`src/common/mmu_pkg.sv`:
```
/*
 * Sv32 MMU shared definitions
 * widths, TLB geometry, PTE and satp layouts,
 * request/response structs and state encodings
 */
`default_nettype none

package mmu_pkg;

    localparam int PAGE_OFFSET_BITS = 12;
    localparam int VPN_BITS         = 20;
    localparam int PPN_BITS         = 22;
    localparam int ASID_BITS        = 9;

    localparam int TLB_SETS = 16;
    localparam int TLB_WAYS = 2;
    localparam int SET_BITS = (TLB_SETS > 1) ? $clog2(TLB_SETS) : 1;
    localparam int WAY_BITS = (TLB_WAYS > 1) ? $clog2(TLB_WAYS) : 1;
    localparam int TAG_BITS = VPN_BITS - SET_BITS;

    typedef logic [31:0]                          word_t;
    typedef logic [VPN_BITS-1:0]                  vpn_t;
    typedef logic [PPN_BITS-1:0]                  ppn_t;
    typedef logic [PPN_BITS+PAGE_OFFSET_BITS-1:0] paddr_t;   // 34 bits
    typedef logic [ASID_BITS-1:0]                 asid_t;
    typedef logic [SET_BITS-1:0]                  set_idx_t;
    typedef logic [WAY_BITS-1:0]                  way_idx_t;
    typedef logic [TAG_BITS-1:0]                  tag_t;

    // low 10 bits of an Sv32 PTE, msb first
    typedef struct packed {
        logic [1:0] reserved;
        logic       dirty;
        logic       accessed;
        logic       global_page;
        logic       user;
        logic       executable;
        logic       writable;
        logic       readable;
        logic       valid;
    } pte_perms_t;

    typedef struct packed {
        ppn_t       ppn;
        pte_perms_t perms;
    } pte_t;

    typedef struct packed {
        logic  mode;    // 1 = Sv32, 0 = bare
        asid_t asid;
        ppn_t  ppn;     // root table
    } satp_t;

    typedef struct packed {
        logic  valid;
        asid_t asid;
        tag_t  tag;
        pte_t  pte;
    } tlb_entry_t;

    typedef tlb_entry_t [TLB_WAYS-1:0] tlb_set_t;

    typedef struct packed {
        word_t vaddr;
        logic  ren;
        logic  wen;
        logic  fetch;
    } tlb_req_t;

    typedef struct packed {
        paddr_t paddr;
        logic   busy;
        logic   fault_load;
        logic   fault_store;
        logic   fault_insn;
    } tlb_rsp_t;

    typedef struct packed {
        logic  fence;
        word_t va;      // zero means all pages
        asid_t asid;    // zero means all address spaces
    } fence_req_t;

    // position of the clear / fence sweep
    typedef struct packed {
        set_idx_t set_num;
        way_idx_t way_num;
    } sweep_idx_t;

    typedef enum logic [1:0] {NONE, LOAD, STORE, INSN} access_t;
    typedef enum logic [1:0] {CLEAR, LOOKUP, FILL, FENCE} tlb_state_t;
    typedef enum logic {IDLE, READ} fetch_state_t;

endpackage

`default_nettype wire

```
`src/tlb/tlb.sv`:
```
/*
 * Sv32 translation lookaside buffer
 * set-associative lookup with same-cycle hit, miss fill through
 * the PTE fetch unit, round-robin victim per set, and the
 * reset clear and fence sweeps
 */
`timescale 1ns/1ps
`default_nettype none

module tlb (
    input  logic                 CLK,
    input  logic                 nRST,
    input  mmu_pkg::tlb_req_t    req,
    input  mmu_pkg::satp_t       satp,
    input  logic                 user_mode,
    input  mmu_pkg::fence_req_t  fence,
    input  logic                 fill_valid,
    input  mmu_pkg::pte_t        fill_pte,
    output mmu_pkg::tlb_rsp_t    rsp,
    output logic                 fence_done,
    output logic                 fetch_start,
    output mmu_pkg::vpn_t        fetch_vpn
);

    mmu_pkg::tlb_state_t state, next_state;
    mmu_pkg::sweep_idx_t sweep_idx;
    logic                sweep_last;
    mmu_pkg::way_idx_t   victim [mmu_pkg::TLB_SETS];

    mmu_pkg::vpn_t       req_vpn;
    mmu_pkg::vpn_t       miss_vpn;
    mmu_pkg::set_idx_t   miss_set;
    mmu_pkg::word_t      fence_va_q;
    mmu_pkg::asid_t      fence_asid_q;

    mmu_pkg::set_idx_t   sram_index;
    mmu_pkg::tlb_set_t   sram_rdata;
    mmu_pkg::tlb_set_t   sram_wdata;
    logic                sram_wen;
    logic [mmu_pkg::TLB_WAYS-1:0] sram_wmask;

    logic                trans_on;
    logic                any_req;
    logic                hit;
    logic                miss;
    logic                check;
    mmu_pkg::pte_t       hit_pte;
    mmu_pkg::access_t    access;
    mmu_pkg::tlb_entry_t sweep_entry;
    mmu_pkg::tlb_entry_t fill_entry;
    logic                fence_match;

    assign req_vpn  = req.vaddr[31:mmu_pkg::PAGE_OFFSET_BITS];
    assign miss_set = miss_vpn[mmu_pkg::SET_BITS-1:0];
    assign trans_on = satp.mode;
    assign any_req  = req.ren | req.wen | req.fetch;

    assign access = req.wen   ? mmu_pkg::STORE :
                    req.ren   ? mmu_pkg::LOAD  :
                    req.fetch ? mmu_pkg::INSN  : mmu_pkg::NONE;

    assign sweep_last = (sweep_idx.set_num == mmu_pkg::set_idx_t'(mmu_pkg::TLB_SETS - 1))
                     && (sweep_idx.way_num == mmu_pkg::way_idx_t'(mmu_pkg::TLB_WAYS - 1));

    always_comb begin
        case (state)
            mmu_pkg::CLEAR,
            mmu_pkg::FENCE: sram_index = sweep_idx.set_num;
            mmu_pkg::FILL:  sram_index = miss_set;
            default:        sram_index = req_vpn[mmu_pkg::SET_BITS-1:0];
        endcase
    end

    tlb_set_array u_set_array (
        .CLK   (CLK),
        .nRST  (nRST),
        .index (sram_index),
        .wen   (sram_wen),
        .wmask (sram_wmask),
        .wdata (sram_wdata),
        .rdata (sram_rdata)
    );

    // tag and ASID compare across the indexed set
    always_comb begin
        hit     = 1'b0;
        hit_pte = '0;
        for (int w = 0; w < mmu_pkg::TLB_WAYS; w++) begin
            if (sram_rdata[w].valid && sram_rdata[w].asid == satp.asid
                && sram_rdata[w].tag == req_vpn[mmu_pkg::VPN_BITS-1:mmu_pkg::SET_BITS]) begin
                hit     = 1'b1;
                hit_pte = sram_rdata[w].pte;
            end
        end
    end

    assign miss  = (state == mmu_pkg::LOOKUP) && !fence.fence && trans_on && any_req && !hit;
    assign check = (state == mmu_pkg::LOOKUP) && !fence.fence && trans_on && hit;

    page_perm_check u_perm_check (
        .check       (check),
        .access      (access),
        .pte         (hit_pte),
        .user_mode   (user_mode),
        .fault_load  (rsp.fault_load),
        .fault_store (rsp.fault_store),
        .fault_insn  (rsp.fault_insn)
    );

    assign rsp.busy  = (state != mmu_pkg::LOOKUP) || fence.fence || miss;
    assign rsp.paddr = trans_on ? {hit_pte.ppn, req.vaddr[mmu_pkg::PAGE_OFFSET_BITS-1:0]}
                                : {2'b00, req.vaddr};   // bare mode

    // fence rule, global pages survive an ASID fence
    assign sweep_entry = sram_rdata[sweep_idx.way_num];
    assign fence_match = sweep_entry.valid
        && (fence_va_q == '0
            || {sweep_entry.tag, sweep_idx.set_num} == fence_va_q[31:mmu_pkg::PAGE_OFFSET_BITS])
        && (fence_asid_q == '0
            || (sweep_entry.asid == fence_asid_q && !sweep_entry.pte.perms.global_page));

    always_comb begin
        fill_entry.valid = 1'b1;
        fill_entry.asid  = satp.asid;
        fill_entry.tag   = miss_vpn[mmu_pkg::VPN_BITS-1:mmu_pkg::SET_BITS];
        fill_entry.pte   = fill_pte;
    end

    always_comb begin
        sram_wen   = 1'b0;
        sram_wmask = '0;
        sram_wdata = '0;   // zero entry for clear and fence
        case (state)
            mmu_pkg::CLEAR: begin
                sram_wen                      = 1'b1;
                sram_wmask[sweep_idx.way_num] = 1'b1;
            end
            mmu_pkg::FENCE: begin
                sram_wen                      = fence_match;
                sram_wmask[sweep_idx.way_num] = 1'b1;
            end
            mmu_pkg::FILL: begin
                sram_wen                     = fill_valid;
                sram_wmask[victim[miss_set]] = 1'b1;
                for (int w = 0; w < mmu_pkg::TLB_WAYS; w++) begin
                    sram_wdata[w] = fill_entry;
                end
            end
            default: ;
        endcase
    end

    always_comb begin
        next_state = state;
        case (state)
            mmu_pkg::CLEAR:  if (sweep_last) next_state = mmu_pkg::LOOKUP;
            mmu_pkg::LOOKUP: begin
                if (fence.fence) next_state = mmu_pkg::FENCE;   // fence wins over req
                else if (miss)   next_state = mmu_pkg::FILL;
            end
            mmu_pkg::FILL:   if (fill_valid) next_state = mmu_pkg::LOOKUP;
            mmu_pkg::FENCE:  if (sweep_last) next_state = mmu_pkg::LOOKUP;
            default:         next_state = mmu_pkg::LOOKUP;
        endcase
    end

    assign fence_done = (state == mmu_pkg::FENCE) && sweep_last;

    always_ff @(posedge CLK, negedge nRST) begin
        if (!nRST) begin
            state       <= mmu_pkg::CLEAR;
            sweep_idx   <= '0;
            fetch_start <= 1'b0;
            for (int s = 0; s < mmu_pkg::TLB_SETS; s++) begin
                victim[s] <= '0;
            end
        end else begin
            state       <= next_state;
            fetch_start <= miss;   // first FILL cycle
            if ((state == mmu_pkg::CLEAR || state == mmu_pkg::FENCE) && !sweep_last) begin
                sweep_idx <= mmu_pkg::sweep_idx_t'(sweep_idx + 1'b1);
            end else begin
                sweep_idx <= '0;
            end
            if (state == mmu_pkg::FILL && fill_valid) begin
                // round robin within the set
                if (victim[miss_set] == mmu_pkg::way_idx_t'(mmu_pkg::TLB_WAYS - 1)) begin
                    victim[miss_set] <= '0;
                end else begin
                    victim[miss_set] <= victim[miss_set] + 1'b1;
                end
            end
        end
    end

    always_ff @(posedge CLK) begin
        if (miss) begin
            miss_vpn <= req_vpn;
        end
        if (state == mmu_pkg::LOOKUP && fence.fence) begin
            fence_va_q   <= fence.va;
            fence_asid_q <= fence.asid;
        end
    end

    assign fetch_vpn = miss_vpn;

endmodule

`default_nettype wire

```
`src/tlb/tlb_set_array.sv`:
```
/*
 * TLB set array
 * one row per set holding every way, read combinationally,
 * written per way under a mask
 */
`timescale 1ns/1ps
`default_nettype none

module tlb_set_array (
    input  logic                          CLK,
    input  logic                          nRST,
    input  mmu_pkg::set_idx_t             index,
    input  logic                          wen,
    input  logic [mmu_pkg::TLB_WAYS-1:0]  wmask,
    input  mmu_pkg::tlb_set_t             wdata,
    output mmu_pkg::tlb_set_t             rdata
);

    mmu_pkg::tlb_set_t rows [mmu_pkg::TLB_SETS];

    assign rdata = rows[index];   // whole set, no read latency

    always_ff @(posedge CLK, negedge nRST) begin
        if (!nRST) begin
            for (int s = 0; s < mmu_pkg::TLB_SETS; s++) begin
                rows[s] <= '0;
            end
        end else if (wen) begin
            for (int w = 0; w < mmu_pkg::TLB_WAYS; w++) begin
                if (wmask[w]) begin
                    rows[index][w] <= wdata[w];   // untouched ways keep their entry
                end
            end
        end
    end

endmodule

`default_nettype wire

```
`src/verilog/mmu_top.sv`:
```
/*
 * Sv32 MMU top level
 * TLB in front of the PTE fetch unit,
 * which reads the external page-table memory
 */
`timescale 1ns/1ps
`default_nettype none

module mmu_top (
    input  logic                 CLK,
    input  logic                 nRST,
    input  mmu_pkg::tlb_req_t    req,
    input  mmu_pkg::satp_t       satp,
    input  logic                 user_mode,
    input  mmu_pkg::fence_req_t  fence,
    output mmu_pkg::tlb_rsp_t    rsp,
    output logic                 fence_done,
    output logic                 mem_ren,
    output mmu_pkg::paddr_t      mem_addr,
    input  mmu_pkg::word_t       mem_rdata,
    input  logic                 mem_busy
);

    logic           fetch_start;
    mmu_pkg::vpn_t  fetch_vpn;
    logic           fill_valid;
    mmu_pkg::pte_t  fill_pte;

    tlb u_tlb (
        .CLK         (CLK),
        .nRST        (nRST),
        .req         (req),
        .satp        (satp),
        .user_mode   (user_mode),
        .fence       (fence),
        .fill_valid  (fill_valid),
        .fill_pte    (fill_pte),
        .rsp         (rsp),
        .fence_done  (fence_done),
        .fetch_start (fetch_start),
        .fetch_vpn   (fetch_vpn)
    );

    pte_fetch u_pte_fetch (
        .CLK         (CLK),
        .nRST        (nRST),
        .fetch_start (fetch_start),
        .fetch_vpn   (fetch_vpn),
        .root_ppn    (satp.ppn),   // flat leaf table base
        .mem_rdata   (mem_rdata),
        .mem_busy    (mem_busy),
        .mem_ren     (mem_ren),
        .mem_addr    (mem_addr),
        .fill_valid  (fill_valid),
        .fill_pte    (fill_pte)
    );

endmodule

`default_nettype wire

```
`src/verilog/page_perm_check.sv`:
```
/*
 * Sv32 leaf permission check
 * evaluates a PTE against the access type and privilege
 * and raises the matching page fault
 */
`timescale 1ns/1ps
`default_nettype none

module page_perm_check (
    input  logic              check,
    input  mmu_pkg::access_t  access,
    input  mmu_pkg::pte_t     pte,
    input  logic              user_mode,
    output logic              fault_load,
    output logic              fault_store,
    output logic              fault_insn
);

    logic base_fault;
    logic priv_fault;

    // faults common to every access type
    assign base_fault = !pte.perms.valid
                     || (pte.perms.writable && !pte.perms.readable)   // reserved encoding
                     || !pte.perms.accessed;                          // no A update in hw

    assign priv_fault = (user_mode != pte.perms.user);   // U pages only from user mode

    always_comb begin
        fault_load  = 1'b0;
        fault_store = 1'b0;
        fault_insn  = 1'b0;
        if (check) begin
            case (access)
                mmu_pkg::LOAD: begin
                    fault_load = base_fault || priv_fault || !pte.perms.readable;
                end
                mmu_pkg::STORE: begin
                    // clear D on a store faults, no D update either
                    fault_store = base_fault || priv_fault
                               || !pte.perms.writable || !pte.perms.dirty;
                end
                mmu_pkg::INSN: begin
                    fault_insn = base_fault || priv_fault || !pte.perms.executable;
                end
                default: ;   // no access, nothing to flag
            endcase
        end
    end

endmodule

`default_nettype wire

```
`src/verilog/pte_fetch.sv`:
```
/*
 * PTE fetch unit
 * reads the leaf PTE of a missed VPN from the flat page table
 * and hands it back to the TLB as a fill
 */
`timescale 1ns/1ps
`default_nettype none

module pte_fetch (
    input  logic                   CLK,
    input  logic                   nRST,
    input  logic                   fetch_start,
    input  mmu_pkg::vpn_t          fetch_vpn,
    input  mmu_pkg::ppn_t          root_ppn,
    input  mmu_pkg::word_t         mem_rdata,
    input  logic                   mem_busy,
    output logic                   mem_ren,
    output mmu_pkg::paddr_t        mem_addr,
    output logic                   fill_valid,
    output mmu_pkg::pte_t          fill_pte
);

    mmu_pkg::fetch_state_t state;
    mmu_pkg::paddr_t       pte_addr;

    always_ff @(posedge CLK, negedge nRST) begin
        if (!nRST) begin
            state <= mmu_pkg::IDLE;
        end else begin
            case (state)
                mmu_pkg::IDLE: if (fetch_start) state <= mmu_pkg::READ;
                mmu_pkg::READ: if (!mem_busy) state <= mmu_pkg::IDLE;   // data taken
                default:       state <= mmu_pkg::IDLE;
            endcase
        end
    end

    // root * 4096 + vpn * 4, one word per leaf
    always_ff @(posedge CLK) begin
        if (state == mmu_pkg::IDLE && fetch_start) begin
            pte_addr <= {root_ppn, 12'b0} + {12'b0, fetch_vpn, 2'b00};
        end
    end

    assign mem_ren  = (state == mmu_pkg::READ);   // held through back-pressure
    assign mem_addr = pte_addr;

    // memory word valid on the edge that sees busy low
    assign fill_valid = (state == mmu_pkg::READ) && !mem_busy;
    assign fill_pte   = mmu_pkg::pte_t'(mem_rdata);

endmodule

`default_nettype wire

```
`config.mk`:
```
export PLATFORM = sky130hd
export DESIGN_NAME = mmu_top
export DESIGN_NICKNAME = d
export VERILOG_FILES = /design/src/common/mmu_pkg.sv /design/src/tlb/tlb.sv /design/src/tlb/tlb_set_array.sv /design/src/verilog/mmu_top.sv /design/src/verilog/page_perm_check.sv /design/src/verilog/pte_fetch.sv
export SDC_FILE = /design/constraint.sdc
export NUM_CORES = 2
export LEC_CHECK = 0
export BUFFER_PORTS_ARGS = -buffer_cell sky130_fd_sc_hd__buf_2
export CELL_PAD_IN_SITES_DETAIL_PLACEMENT = 1
export CELL_PAD_IN_SITES_GLOBAL_PLACEMENT = 2
export CORE_AREA = 2 2 443 445
export DETAILED_ROUTE_END_ITERATION = 16
export DIE_AREA = 0 0 445 447
export MAX_ROUTING_LAYER = met4
export PLACE_DENSITY_LB_ADDON = 0.1
export REMOVE_ABC_BUFFERS = 1
export SLEW_MARGIN = 40
export SYNTH_ARGS = -nofsm -noshare
export SYNTH_HDL_FRONTEND = slang
export SYNTH_HIERARCHICAL = 1
export SYNTH_SLANG_ARGS = --single-unit
```
`constraint.sdc`:
```
create_clock -name CLK -period 8.45 [get_ports CLK]
set_clock_uncertainty 0.1 [all_clocks]
set_input_delay 1.69 -clock CLK [delete_from_list [all_inputs] [get_ports CLK]]
set_output_delay 1.69 -clock CLK [all_outputs]
set_load 0.005 [all_outputs]
```
Word level (Yosys, flattened, before mapping)
Index checks and enable logic that the tools add are counted.

word-level totals
  ROM bits = 0
  latch bits = 0
  memory bits (writable) = 0
  bits of input ports = 145
  logic and storage cells = 581
  register bits = 1976
  memories = 0

operators by class
  reduce and logical (&&, ||, !) cells = 52
  add/sub/neg operators = 3
  divide/modulo/power cells = 0
  multiplexer cells = 52
  multiply operators = 0
  equal/unequal tests = 18
  shifts and indexed selects = 0
  bitwise logic cells = 7
  magnitude comparators = 8

operators with widths
  kind                                                        count
  two-way mux 1856 bit                                        3
  bitwise mux 1856 bit                                        2
  demux 116 bit (select 4 bit)                                2
  binary-select mux 116 bit (select 4 bit)                    1
  two-way mux 116 bit                                         4
  two-way mux 58 bit                                          3
  two-way mux 32 bit                                          2
  adder 34 x 22 -> 34 bit                                     1
  two-way mux 34 bit                                          1
  == test 16 bit                                              2
  logical NOT 32 bit                                          1
  == test 9 bit                                               3
  logical AND 1 bit                                           24
  == test 20 bit                                              1
  AND 16 bit                                                  1
  bitwise mux 16 bit                                          1
  two-way mux 16 bit                                          1
  NOT 16 bit                                                  1
  two-way mux 1 bit                                           15
  two-way mux 2 bit                                           7
  logical OR 1 bit                                            12
  logical NOT 1 bit                                           11
  >= comparator 5 bit, second input constant                  2
  less-than comparator 5 x 1 -> 1 bit, second input constant  2
  other kinds (26)                                            37

Depth between registers and ports, before layout
  depth after elaboration = 21
  depth in mapped cells = 25
  mapped depth without buffers = 16

Cells and area by module
Netlist, hierarchy kept.

modules (own cells, without submodules)
  module           times used  seq. area each (sq um)  area each (sq um)  cells each
  tlb_set_array    1           46444.5                 82526.6            5050
  tlb              1           2432.3                  6030.8             533
  pte_fetch        1           985.9                   1999.4             173
  page_perm_check  1           0.0                     68.8               10

Worst setup path before layout
No wires, ideal clock.

  kind = input port to output port
  from = in req[15] in the netlist's numbering
  to = out rsp[1] in the netlist's numbering
  data required time = 6.660 ns
  buffers on the path = 7
  data arrival time = 5.377 ns
  cell stages on the path = 20
  slack = 1.283 ns
  path through = nand2_1 -> o21ai_0 -> buf_2 -> buf_6 -> buf_2 -> buf_4 -> mux4_2 -> a22oi_1 -> nand2_1 -> xnor2_1 -> nand4_1 -> nor4_2 -> and2_1 -> buf_6 -> buf_6 -> buf_4 -> a22o_1 -> nor2b_1 -> nor3_2 -> a311oi_2

RTL lines
  element          RTL line       text
  start, declared  mmu_top.sv:12  input mmu_pkg::tlb_req_t req,
  end, declared    mmu_top.sv:16  output mmu_pkg::tlb_rsp_t rsp,

==> key figures <==
Detailed routing
  • DRT Pass-1 Iters: 5
  • DRC viols: 0
  • Routed Antenna Nets: 0
  • Vias: 50600
  • WL per Instance: roughly 32 um
  • Initial DRC Count: 3130
  • Final wirelength: 271000 um
  • DR vias/cell: ~6

Setup path
  • Setup crit end kind: output port
  • Most used cell, CP: buf_12
  • Crit path cell chain: inv_1 -> ha_4 -> a22oi_1 -> o21ai_4 -> buf_12 -> buf_4 -> buf_12 -> buf_4 -> mux4_2 -> a22oi_1 -> nand2_1 -> xor2_1 -> nor4_1 -> nand3_1 -> a211oi_4 -> buf_12 -> a22o_1 -> nor2b_1 -> nor3_2 -> a21oi_1 -> buf_2
  • Reg2Reg Launch Point: u_tlb/state[0]
  • CP arrival: 6.26 ns
  • Worst setup path startpoint: u_tlb/state[0]
  • WP buf/inv: 7
  • CP Class: flop to output port
  • CP startpoint kind: flop
  • CP required: approximately 6.7 ns
  • CP delay by family, top: compound AO/OA/AOI/OAI gates
  • Slowest CP cell: mux4_2
  • CP Max Fanout: 24
  • Critical Path Max Stage Delay: between 0.5 and 0.6 ns

Die
  • Io pins: between 200 and 250
  • Die Area: about 200000 um2
  • Starting Density: 45.2%
  • Die width: about 450 um
  • CORE AREA: ~190000 um2
  • # rows: about 160
  • Die Y: 447 um

STA
  • Final Max Slew Viols: 0
  • Tcrit/Tclk final: a little over nine tenths
  • Worst-margin pin slew: just under 0.9 ns
  • Max-slew headroom: around two fifths
  • Final setup fails: 0
  • Final Hold Viols: 0
  • Max Clk Rate: 124 MHz
  • RSZ-0062 raised after global routing: false
  • Min cycle time layout: between 8 and 9 ns
  • Total negative slack: 0 ns

Global routing
  • Vias in the first global route: 55500
  • Gr usage total: between 20% and 30%
  • Grt total ovfl: 0
  • Initial antenna violation count: 6
  • First-pass GRT wire length: 399000 um
  • Largest net degree at the start of global routing: about 150

Run status
  • Outcome: completed

Clock tree
  • CTS Buffer Depth: 3
  • Cts hold-fix bufs: 0
  • # clock sinks: 1910
  • CTS tree: done
  • CTS Root Cell: clkbuf_16
  • CTS clk-pin slew, worst paths: 0.06 ns
  • Cts bufs inserted: between 200 and 250
  • Worst-Skew Late Latency: about 0.87 ns
  • H-tree levels: 4

Yosys
  • Synthesized area: 87800 um2
  • Post-synthesis cell count: about 5600
  • Ys Warns: 6
  • Syn avg cell area: 15.7 um2

Place
  • Area after DPL: 92300 um2
  • Buffers on Ports: 190
  • Routability cong.: ~0.82
  • Detailed placer's ending HPWL: roughly 160000 um

Hold path
  • Worst hold start: u_tlb/fetch_vpn[7]
  • Min-Delay Path Class: flop to flop

Job
  • Max-cap violations: 0

Power and ir drop
  • Power Total: 27900 uW
  • Power Density: around 280 nW/um2
  • VDD IR-drop max: 0.000261 V
  • P_leak: about 0.047 uW

Final layout
  • Area grow syn2layout: 13.3%
  • Fin area: slightly below 100000 um2
  • Sequential cell area: 48300 um2
  • Area of the multi-input gates: 37100 um2
  • Filler Cells Inserted: roughly 18000
  • Net count, final: about 6000
  • Layout cells sized above 1: between 50% and 60%
[final cells by class]
class / count / share of cell area, %
Inverter: 16 / 0.0604
Timing Repair Buffer: 398 / 3.86
Clock inverter: 77 / 0.797
Antenna cell: 2 / 0.00503
Sequential cell: 1910 / 48.5
Clock buffer: 315 / 6.23
Multi-Input combinational cell: 3130 / 37.3
Tap cell: 2542 / 3.20
[registers in the layout, indices dropped and copies added, names as in the netlist]
signal / count
u_tlb/fence_va_q: 32
u_tlb/victim: 16
u_tlb/u_set_array/rows: 1792
u_pte_fetch/mem_addr: 32
u_tlb/fetch_start: 1
u_tlb/sweep_idx: 5
u_pte_fetch/mem_ren: 1
u_tlb/fetch_vpn: 20
u_tlb/fence_asid_q: 9
u_tlb/state: 2
[cell usage in the layout (no fill, tap or decap), types with 44 or more instances in the layout]
master / instances
mux4_2: 452
clkinv_2: 44
buf_4: 104
a22oi_1: 228
buf_12: 96
xor2_1: 72
and2_2: 56
buf_2: 188
clkbuf_8: 48
nand2_1: 140
mux2_2: 1803
edfxtp_1: 93
clkbuf_16: 213
clkbuf_1: 54
dfrtp_1: 1816
[routing by layer]
metal | up-vias | global-route usage (%) | part of all wire, %
met5 | - | - | 0
met4 | 0 | 9.24 | 3.4
met3 | 369 | 3.31 | 3.3
met2 | 960 | 45.9 | 49
met1 | 28300 | 37.6 | 44
li1 | 21000 | - | -
[power by group]
part	internal, uW	switching (uW)	leakage (uW)
Sequential	10400	649	0.0262
Clock	5440	3840	0.00347
Combinational	3240	4320	0.0174
[metrics by stage]
stage | util [%] | hold slack, ns | std cells | worst slack, ns
finish | 51.2 | 0.346 | 8390 | 0.399
global route | 51.2 | 0.359 | 8389 | 0.0525
CTS | 51.2 | 0.349 | 8382 | 0.155
detailed placement | 47.5 | 0.337 | 7986 | 0.197
global placement | 47.4 | 0.323 | 7981 | 0.245
floorplan | - | 0.318 | 5056 | -78.60
[timing repair]
action,4_1_cts,5_1_grt
buffers inserted,4,3
endpoints found under the setup margin,6,2
gates resized for setup,1,3
pin swaps,1,1
[worst paths after layout]
| path | to | slack [ns] | depth (start not counted) |
|---|---|---|---|
| setup / recovery | rsp[0] | 0.40 | 21 |
| hold / removal | u_pte_fetch/mem_addr[9] | 0.35 | 0 |
| setup reg to reg | u_tlb/u_set_array/rows[1413] | 1.57 | 22 |
| hold reg to reg | u_pte_fetch/mem_addr[9] | 0.35 | 0 |
| max in group asynchronous | u_tlb/u_set_array/rows[394] | 5.56 | 4 |
| min in group asynchronous | u_tlb/u_set_array/rows[1241] | 0.61 | 1 |
(Power assumes the default switching activity.)
